File: src/dot_params.svh
`ifndef DOT_PARAMS_SVH
`define DOT_PARAMS_SVH

// ==================================================
// widths and sizes shared by the dot-product engine
// ==================================================

// one vector element
`define DATA_W 8

// entries per vector fifo
`define FIFO_DEPTH 16

// pointer width, log2 of the depth
// occupancy count is one bit wider
`define COUNT_N 4

// sum of 15 products of 255 x 255 fits in 20 bits
`define ACC_W 20

`endif
File: src/fifo_pkg.sv
`default_nettype none

`include "dot_params.svh"

// ==================================================
// shared types of the dot-product engine
// ==================================================
package fifo_pkg;

	// one vector element
	typedef logic [`DATA_W-1:0] data_t;

	// vector length n, 1 to 15
	typedef logic [3:0] nibble_t;

	// ram address / fifo pointer
	typedef logic [`COUNT_N-1:0] address_t;

	// running and final dot product
	typedef logic [`ACC_W-1:0] acc_t;

endpackage

`default_nettype wire

File: src/dot_product_top.sv
`timescale 1ns/100ps
`default_nettype none

module dot_product_top (
	input  wire                 clk,
	input  wire                 reset,
	input  wire                 push_a,
	input  wire                 push_b,
	input  fifo_pkg::data_t     data_a,
	input  fifo_pkg::data_t     data_b,
	input  fifo_pkg::nibble_t   n,
	output fifo_pkg::acc_t      result,
	output logic                result_valid,
	output logic                busy
);

	// common pop to both fifos
	logic            pop;
	logic            ready_a;
	logic            ready_b;
	fifo_pkg::data_t elem_a;
	fifo_pkg::data_t elem_b;

	// ==================================================
	// vector a and vector b fifos
	// ==================================================
	fifo_vector fifo_a (
		.clk      (clk),
		.reset    (reset),
		.push     (push_a),
		.pop      (pop),
		.data_in  (data_a),
		.n        (n),
		.data_out (elem_a),
		.ready    (ready_a)
	);

	fifo_vector fifo_b (
		.clk      (clk),
		.reset    (reset),
		.push     (push_b),
		.pop      (pop),
		.data_in  (data_b),
		.n        (n),
		.data_out (elem_b),
		.ready    (ready_b)
	);

	// pops both in lockstep, accumulates the products
	dot_sequencer seq (
		.clk          (clk),
		.reset        (reset),
		.n            (n),
		.ready_a      (ready_a),
		.ready_b      (ready_b),
		.elem_a       (elem_a),
		.elem_b       (elem_b),
		.pop          (pop),
		.result       (result),
		.result_valid (result_valid),
		.busy         (busy)
	);

endmodule

`default_nettype wire

File: src/dot_sequencer.sv
`timescale 1ns/100ps
`default_nettype none

module dot_sequencer (
	input  wire                 clk,
	input  wire                 reset,
	input  fifo_pkg::nibble_t   n,
	input  wire                 ready_a,
	input  wire                 ready_b,
	input  fifo_pkg::data_t     elem_a,
	input  fifo_pkg::data_t     elem_b,
	output logic                pop,
	output fifo_pkg::acc_t      result,
	output logic                result_valid,
	output logic                busy
);

	// pops still to issue, loaded from n at start
	fifo_pkg::nibble_t cnt;
	// pop delayed once: elem_a / elem_b hold a valid pair
	logic pop_d;
	// pop delayed twice: marks the cycle after each accumulation
	logic pop_dd;
	logic start;
	logic last;
	fifo_pkg::acc_t acc;
	fifo_pkg::acc_t product;

	// idle and both vectors complete
	assign start = ~busy & ready_a & ready_b;

	// last accumulation has just landed
	assign last = pop_dd & ~pop_d;

	// 8x8 product, widened before the multiply
	assign product = fifo_pkg::acc_t'(elem_a) * fifo_pkg::acc_t'(elem_b);

	// ==================================================
	// control: start, pop count, busy
	// ==================================================
	always_ff @(posedge clk) begin
		if (reset) begin
			busy <= 1'b0;
			pop  <= 1'b0;
			cnt  <= '0;
		end else begin
			if (start) begin
				// latch n, pop for the next n cycles
				busy <= 1'b1;
				pop  <= 1'b1;
				cnt  <= n;
			end else if (pop) begin
				cnt <= cnt - 1'b1;
				if (cnt == 4'd1)
					pop <= 1'b0;
			end
			// busy drops after the result_valid cycle
			if (result_valid)
				busy <= 1'b0;
		end
	end

	// pop delay line and result strobe
	always_ff @(posedge clk) begin
		if (reset) begin
			pop_d        <= 1'b0;
			pop_dd       <= 1'b0;
			result_valid <= 1'b0;
		end else begin
			pop_d        <= pop;
			pop_dd       <= pop_d;
			// single pulse, n+2 cycles after start
			result_valid <= last;
		end
	end

	// ==================================================
	// datapath: multiply-accumulate and result
	// ==================================================
	always_ff @(posedge clk) begin
		if (start)
			acc <= '0;
		else if (pop_d)
			acc <= acc + product;
	end

	// result holds the last sum until the next one
	always_ff @(posedge clk) begin
		if (reset)
			result <= '0;
		else if (last)
			result <= acc;
	end

endmodule

`default_nettype wire

File: src/fifo_vector.sv
`timescale 1ns/100ps
`default_nettype none

module fifo_vector (
	input  wire                 clk,
	input  wire                 reset,
	input  wire                 push,
	input  wire                 pop,
	input  fifo_pkg::data_t     data_in,
	input  fifo_pkg::nibble_t   n,
	output fifo_pkg::data_t     data_out,
	output logic                ready
);

	// gated strobes and addresses from the pointer block
	logic               wr_en;
	logic               rd_en;
	fifo_pkg::address_t wr_ptr;
	fifo_pkg::address_t rd_ptr;

	// ==================================================
	// storage
	// ==================================================
	ram_vector ram_v (
		.clk      (clk),
		.wr_en    (wr_en),
		.rd_en    (rd_en),
		.wr_ptr   (wr_ptr),
		.rd_ptr   (rd_ptr),
		.data_in  (data_in),
		.data_out (data_out)
	);

	// ==================================================
	// pointers, occupancy and ready
	// ==================================================
	pointers pointers_inst (
		.clk    (clk),
		.reset  (reset),
		.push   (push),
		.pop    (pop),
		.n      (n),
		.wr_en  (wr_en),
		.rd_en  (rd_en),
		.wr_ptr (wr_ptr),
		.rd_ptr (rd_ptr),
		.ready  (ready)
	);

endmodule

`default_nettype wire

File: src/pointers.sv
`timescale 1ns/100ps
`default_nettype none

`include "dot_params.svh"

module pointers (
	input  wire                 clk,
	input  wire                 reset,
	input  wire                 push,
	input  wire                 pop,
	input  fifo_pkg::nibble_t   n,
	output logic                wr_en,
	output logic                rd_en,
	output fifo_pkg::address_t  wr_ptr,
	output fifo_pkg::address_t  rd_ptr,
	output logic                ready
);

	// occupancy, 0 up to FIFO_DEPTH
	logic [`COUNT_N:0] count;
	logic full;
	logic empty;

	// ==================================================
	// overflow / underflow gating
	// ==================================================
	assign full  = (count == (`COUNT_N+1)'(`FIFO_DEPTH));
	assign empty = (count == '0);

	// push into a full fifo is dropped
	assign wr_en = push & ~full;
	// pop from an empty fifo is ignored
	assign rd_en = pop & ~empty;

	// ==================================================
	// pointers and occupancy
	// ==================================================
	always_ff @(posedge clk) begin
		if (reset) begin
			wr_ptr <= '0;
			rd_ptr <= '0;
			count  <= '0;
		end else begin
			// write pointer, wraps at the last entry
			if (wr_en) begin
				if (wr_ptr == fifo_pkg::address_t'(`FIFO_DEPTH-1))
					wr_ptr <= '0;
				else
					wr_ptr <= wr_ptr + 1'b1;
			end
			// read pointer, same wrap
			if (rd_en) begin
				if (rd_ptr == fifo_pkg::address_t'(`FIFO_DEPTH-1))
					rd_ptr <= '0;
				else
					rd_ptr <= rd_ptr + 1'b1;
			end
			// push only, pop only; both at once leaves it alone
			case ({wr_en, rd_en})
				2'b10:   count <= count + 1'b1;
				2'b01:   count <= count - 1'b1;
				default: count <= count;
			endcase
		end
	end

	// whole vector of length n stored
	// n of zero never reports ready
	assign ready = (count >= {1'b0, n}) && (n != '0);

endmodule

`default_nettype wire

File: src/ram_vector.sv
`timescale 1ns/100ps
`default_nettype none

`include "dot_params.svh"

module ram_vector (
	input  wire                 clk,
	input  wire                 wr_en,
	input  wire                 rd_en,
	input  fifo_pkg::address_t  wr_ptr,
	input  fifo_pkg::address_t  rd_ptr,
	input  fifo_pkg::data_t     data_in,
	output fifo_pkg::data_t     data_out
);

	// storage array, one element per entry
	fifo_pkg::data_t mem [`FIFO_DEPTH];

	// write port
	// wr_en is already gated by not-full
	always_ff @(posedge clk) begin
		if (wr_en) begin
			mem[wr_ptr] <= data_in;
		end
	end

	// registered read port
	// element shows up one cycle after the pop
	// holds its value between pops
	always_ff @(posedge clk) begin
		if (rd_en) begin
			data_out <= mem[rd_ptr];
		end
	end

endmodule

`default_nettype wire

File: config.mk
export PLATFORM = sky130hd
export DESIGN_NAME = dot_product_top
export DESIGN_NICKNAME = d
export VERILOG_FILES = /design/src/fifo_pkg.sv /design/src/dot_product_top.sv /design/src/dot_sequencer.sv /design/src/fifo_vector.sv /design/src/pointers.sv /design/src/ram_vector.sv
export VERILOG_INCLUDE_DIRS = /design/src
export SDC_FILE = /design/constraint.sdc
export NUM_CORES = 1
export LEC_CHECK = 0
export BUFFER_PORTS_ARGS = -buffer_cell sky130_fd_sc_hd__buf_2
export CAP_MARGIN = 10
export CORE_MARGIN = 4
export CORE_UTILIZATION = 44
export CTS_CLUSTER_SIZE = 12
export DETAILED_ROUTE_END_ITERATION = 8
export SLEW_MARGIN = 20
export SYNTH_ARGS = -nofsm -noshare
export SYNTH_HDL_FRONTEND = slang
export SYNTH_SLANG_ARGS = --single-unit
File: constraint.sdc
create_clock -name clk -period 4.5 [get_ports clk]
set_clock_uncertainty 0.15 [all_clocks]
set_input_delay 0.675 -clock clk [delete_from_list [all_inputs] [get_ports clk]]
set_output_delay 0.675 -clock clk [all_outputs]
set_load 0.005 [all_outputs]
Yosys cells after proc, flatten, opt, wreduce, memory -nomap -nowiden
Memory sizes are Yosys's and may differ from the RTL's. A register that Yosys moved wholly into a read port is not among the register bits.
Cells that the tools add are included.
Cells by class
  magnitude comparators: 2
  reduce and logical (&&, ||, !) cells: 9
  $add $sub $neg: 10
  bitwise gates (word level): 13
  equality and inequality tests: 11
  mux-type cells: 15
  $mul: 1
Operator list (count)
  4-bit 2-to-1 mux: 6
  20-bit by 16-bit adder with 20-bit output: 1
  5-bit case mux with 2 select lines: 2
  4-bit by 1-bit adder with 4-bit output, second input constant: 4
  4-bit == test, second input constant: 4
  8-bit by 8-bit multiplier with 16-bit output: 1
  5-bit by 1-bit adder with 5-bit output, second input constant: 2
  5-bit == test, second input constant: 2
  5-bit by 4-bit greater-or-equal comparator with 1-bit output: 2
  5-bit logical NOT: 2
  5-bit by 1-bit subtractor with 5-bit output, second input constant: 2
  1-bit AND: 7
  1-bit 2-to-1 mux: 7
  1-bit NOT: 6
  2-bit nonzero test: 3
  2-bit by 1-bit == test with 1-bit output, second input constant: 2
  2-bit == test, second input constant: 2
  4-bit by 1-bit == test with 1-bit output, second input constant: 1
  4-bit nonzero test: 1
  4-bit by 1-bit subtractor with 4-bit output, second input constant: 1
  1-bit logical AND: 2
  2-bit OR reduction: 1
Word-level totals
  output and inout bits: 22
  word-level logic and storage cells: 77
  memories: 2
  input port bits: 24
  memory bits (writable): 256
  register bits: 75
Memories
  fifo_a.ram_v.mem: words 16, bits a word 8, rd ports 1, clocked after Yosys merged registers in 1, write ports 1, line ram_vector.sv:17  | fifo_pkg::data_t mem [`FIFO_DEPTH];
  fifo_b.ram_v.mem: words 16, bits a word 8, rd ports 1, clocked after Yosys merged registers in 1, write ports 1, line ram_vector.sv:17

Longest topological paths before layout
  depth in word-level cells: 5
  depth in mapped cells: 17
  depth with buffers taken out: 16

By module
From an unflattened synthesis, not the netlist that was laid out.
Unflattened totals
  cell total of the unflattened synthesis: 1191
  area, all modules: 16644.7 sq um
Modules (own cells, without submodules)
  ram_vector: times used 2, cells an instance 229, area an instance 5227.5 sq um, sequential area each 4083.9 sq um
  dot_sequencer: times used 1, cells an instance 543, area an instance 4503.1 sq um, sequential area each 980.9 sq um
  pointers: times used 2, cells an instance 95, area an instance 843.3 sq um, sequential area each 260.2 sq um

Least setup slack after synthesis
Ideal clock, no wire load.
  kind: reg2reg
  start: reg fifo_a.ram_v.data_out[5], read port of fifo_a.ram_v.mem
  end: reg seq.acc[16]
  clock period less this slack: 4518 ps
  data required time: 4228 ps
  path buffers: 1
  cell stages (with the launch flop): 16
  slack: -18 ps
  library setup time: 122 ps
  arrival: 4246 ps
  cell sequence: edfxtp_1 -> clkbuf_1 -> and2_1 -> fa_1 -> fa_1 -> fa_1 -> inv_1 -> fa_1 -> inv_1 -> ha_1 -> and4_4 -> a21o_1 -> a211o_1 -> a311oi_2 -> nor4_1 -> a311o_1
On the way
  word-level cells in the longest chain between the ends: 2
Ends and longest elaborated chain
  from (decl): line ram_vector.sv:13  | output fifo_pkg::data_t data_out
  8-bit by 8-bit multiplier with 16-bit output: line dot_sequencer.sv:36  | assign product = fifo_pkg::acc_t'(elem_a) * fifo_pkg::acc_t'(elem_b);
  20-bit by 16-bit adder with 20-bit output: line dot_sequencer.sv:84  | acc <= acc + product;
  to (signal assigned): line dot_sequencer.sv:84
  to (decl): line dot_sequencer.sv:26  | fifo_pkg::acc_t acc;
No other way between the ends.
A chain may end at the register's enable or synchronous reset.

Final worst setup path
  start: reg fifo_a.ram_v.data_out[4], read port of fifo_a.ram_v.mem
  end: reg seq.acc[16]
The elaborated chain is that of the path after synthesis.

==> summary.md <==
## Final layout
- **filler cell count** 3,079
- **number of nets in the final layout** 1,405
- **sequential cell area** 9670 µm²
- **area growth from synthesis to final layout** 14.7%
- **area of combinational cells with multiple inputs** 6190 µm²
- **ANT cells** 0
- **fraction of layout instances using a drive strength above 1** 0.223
- **post-route insts no fill** 1,752

## Die
- **number of standard-cell rows in the floorplan** 70
- **y dimension of the die** 201 µm
- **initial standard-cell utilization of the core** 0.447
- **core footprint** 36,700 µm²
- **count of boundary I/O pins** 46
- **area of the die** 40,400 µm²
- **die width** 201 µm

## Outcome
- **run status** finished with violations
- **failing checks** setup timing

## STA
- **Min Hold Slack** 248 ps
- **final worst setup slack** -128 ps
- **highest attainable clock frequency** 216 MHz
- **Hold Vio Cnt, Final** 0
- **final worst path period need** 4630 ps
- **Max transition margin** 0.328
- **final worst-path cycle share** 1.03
- **count of endpoints failing setup in the final report** 6
- **Least-Margin Pin Slew** 1000 ps
- **unrepaired setup endpoints after global routing** true
- **total count of max-transition violations in the final report** 0

## Synth
- **number of nets in the synthesized netlist** 1,298
- **Netlist Area Pre-Place** 16,400 µm²
- **share of flip-flops with an asynchronous set or reset after synthesis** 0
- **count of synthesis-stage warnings from yosys** 0
- **count leader, synth** sky130_fd_sc_hd__edfxtp_1
- **post-synthesis cell type with the largest combined area** sky130_fd_sc_hd__edfxtp_1
- **commonest cells in the synthesized netlist** 272 x sky130_fd_sc_hd__edfxtp_1, 126 x sky130_fd_sc_hd__inv_1, 99 x sky130_fd_sc_hd__nand2_1
- **Seq/Total Area, Yosys** 0.590
- **top post-synthesis cells by area** sky130_fd_sc_hd__edfxtp_1 50%, sky130_fd_sc_hd__mux4_2 11%, sky130_fd_sc_hd__dfxtp_1 9.2%
- **count of flip-flops with a built-in enable after synthesis** 272
- **number of distinct library cells after synthesis** 52
- **register bit total from synthesis** 347
- **Post-Synthesis Cells** 1,153
- **mean area per synthesized cell** 14.2 µm²
- **most frequently used flop master after synthesis** sky130_fd_sc_hd__edfxtp_1
- **fraction of post-synthesis cell area in the top cell type by area** 0.498

## Routing
- **met2 wire length** 14,800 µm
- **detailed-routed wire length on met3** 1190 µm
- **Routed WL per cell** 17.9 µm
- **violation count after the first detailed-route iteration** 446
- **number of nets with antenna violations after detailed routing** 0
- **Max Used Layer** met5
- **average vias per placed instance** 5.16
- **M1 wire length** 14,600 µm
- **Pre-Repair DR Iteration Count** 4
- **final routed DRC violation total** 0
- **Detailed Route WL** 31,300 µm
- **via count** 9,045

## Clocking
- **Reg clk slew, reported paths** 60 ps
- **TritonCTS buffer count** 38
- **total number of H-tree levels** 2
- **CTS tree** yes
- **clock sinks** 347
- **clock tree root buffer cell** sky130_fd_sc_hd__clkbuf_16
- **later-pin clock latency in the skew report** 540 ps
- **Clock Tree Buf Depth** 3
- **post-cts hold buffer count** 0

## Critical path
- **startpoint type of the worst setup path** flip-flop
- **signal arrival time at the worst endpoint** 4910 ps
- **worst reg2reg path depth** 16
- **worst flop-to-flop path endpoint** seq.acc[16]$_SDFFE_PP0P_
- **maximum net fanout on the critical path** 7
- **critical path launch point** fifo_a.ram_v.data_out[4]$_DFFE_PP_
- **register-to-register path setup slack** -130 ps
- **reg-to-reg critical path startpoint** fifo_a.ram_v.data_out[4]$_DFFE_PP_
- **critical setup path kind** reg -> reg
- **Setup crit end kind** flip-flop
- **Critical Path End** seq.acc[16]$_SDFFE_PP0P_
- **data required time at the worst endpoint** 4780 ps

## Global routing
- **number of global-route vias before repair** 9,294
- **antenna violations before repair** 1
- **global-route usage over all layers** 0.158
- **total gr overflow** 0
- **first-pass GRT wire length** 51,400 µm
- **largest net degree at the start of global routing** 48

## Power and ir drop
- **ratio of total power to cell area** 479 nW/µm²
- **peak supply drop** 0.000268 V
- **Leakage** 0.00688 µW

## Placement
- **final HPWL from detailed placement** 22,000 µm
- **total placed cells including tap cells** 1,673
- **final weighted congestion in routability-driven placement** 0.788
- **PortBufs** 45

## Hold path
- **Min-Delay Path Class** in -> reg
- **hold path depth** 3

## Flow run
- **count of max-cap constraint violations** 0

==> cells by family after synthesis <==
kind of cell,after synthesis,synth area share
simple gates,275,0.0767
xor+xnor,26,0.0139
compound gates,112,0.0415
fa+ha+maj,121,0.116
buf+inv,176,0.0425
flops,347,0.590
mux,96,0.120
==> area by class of cell <==
type	count	share of cell area
inverters	126	0.0251
repair buffers	117	0.0415
multi-input cells	630	0.329
well taps	468	0.0311
clock buffers	51	0.0542
flip-flops and latches	347	0.514
clock inverters	13	0.00466
==> per-stage QoR <==
| step | total power [µW] | util | TNS, ps | worst slack [ps] | instance area [µm²] |
|---|---|---|---|---|---|
| final | 9010 | 0.513 | -276 | -128 | 18800 |
| after detailed placement | 5940 | 0.475 | -441 | -136 | 17400 |
| after floorplan | 5170 | - | 0 | 4.84 | 16400 |
| after global placement | 5920 | 0.475 | -172 | -50.2 | 17400 |
| after CTS | 8850 | 0.507 | -61.3 | -61.3 | 18600 |
| after global routing | 9600 | 0.513 | -1780 | -261 | 18800 |
==> power breakdown <==
part	leakage (µW)	internal (µW)	switching [µW]
registers	0.00307	3590	115
clock network	0.000544	1590	1200
logic	0.00327	1240	1270
total	0.00688	6430	2580
==> worst max-delay path, stage by stage (launching register included) <==
cell and delay (ps):
sky130_fd_sc_hd__edfxtp_1 480, sky130_fd_sc_hd__buf_6 140, sky130_fd_sc_hd__nand2_4 40, sky130_fd_sc_hd__fa_1 440, sky130_fd_sc_hd__fa_1 500, sky130_fd_sc_hd__inv_1 60
sky130_fd_sc_hd__fa_1 520, sky130_fd_sc_hd__inv_1 50, sky130_fd_sc_hd__fa_1 470, sky130_fd_sc_hd__inv_1 40, sky130_fd_sc_hd__ha_1 310, sky130_fd_sc_hd__and4_4 190
sky130_fd_sc_hd__a21o_1 140, sky130_fd_sc_hd__a211o_1 320, sky130_fd_sc_hd__a311oi_2 310, sky130_fd_sc_hd__nor4_2 80, sky130_fd_sc_hd__a311o_1 270
==> placed cells by master (no fill, tap or decap), drive strengths merged, types with 7 or more instances in the layout <==
cell	synthesis	routed
inv	126	128
clkbuf	35	51
and2	32	32
buf	15	117
nor3	23	23
a21oi	52	52
a211oi	8	8
fa	52	52
xnor2	12	12
mux2i	16	16
clkinv	0	11
nor2	78	78
nor2b	7	7
nand3	7	7
nand2	101	101
xor2	14	14
ha	69	69
mux4	80	80
dfxtp	75	75
o21ai	17	17
a31oi	7	7
edfxtp	272	272
==> state kept, by name, indices dropped and copies added (netlist names) <==
signal / cells
fifo_a.ram_v.data_out: 8
fifo_b.pointers_inst.wr_ptr: 4
fifo_b.ram_v.data_out: 8
fifo_b.pointers_inst.rd_ptr: 4
seq.cnt: 4
seq.pop_d: 1
fifo_b.pointers_inst.count: 5
seq.result_valid: 1
seq.busy: 1
seq.acc: 20
fifo_b.ram_v.mem: 128
seq.pop_dd: 1
seq.pop: 1
fifo_a.ram_v.mem: 128
fifo_a.pointers_inst.count: 5
seq.result: 20
fifo_a.pointers_inst.rd_ptr: 4
fifo_a.pointers_inst.wr_ptr: 4
==> per-layer routing <==
metal  vias to the layer above  GRT usage
met2                       139      0.254
met5                         -          0
met1                      4501      0.226
met4                         2     0.0460
li1                       4351          -
met3                        52     0.0267
==> repair_timing <==
action                                  CTS  global route
pin swaps                                 6            27
endpoints found under the setup margin    7            12
resized for setup                        11            29
buffers inserted                          4            11
==> how the worst min path moves through the flow <==
stage          slack, ps                      end                         from
2_1_floorplan        270    seq.busy$_SDFFE_PP0P_  seq.result_valid$_SDFF_PP0_
4_1_cts              220  seq.cnt[1]$_SDFFE_PP0P_                         n[1]
5_1_grt              250  seq.cnt[1]$_SDFFE_PP0P_                         n[1]
6_report             250  seq.cnt[1]$_SDFFE_PP0P_                         n[1]
3_3_place_gp         260    seq.busy$_SDFFE_PP0P_  seq.result_valid$_SDFF_PP0_
3_5_place_dp         270    seq.busy$_SDFFE_PP0P_  seq.result_valid$_SDFF_PP0_
Power figures use the tool's default switching activity.
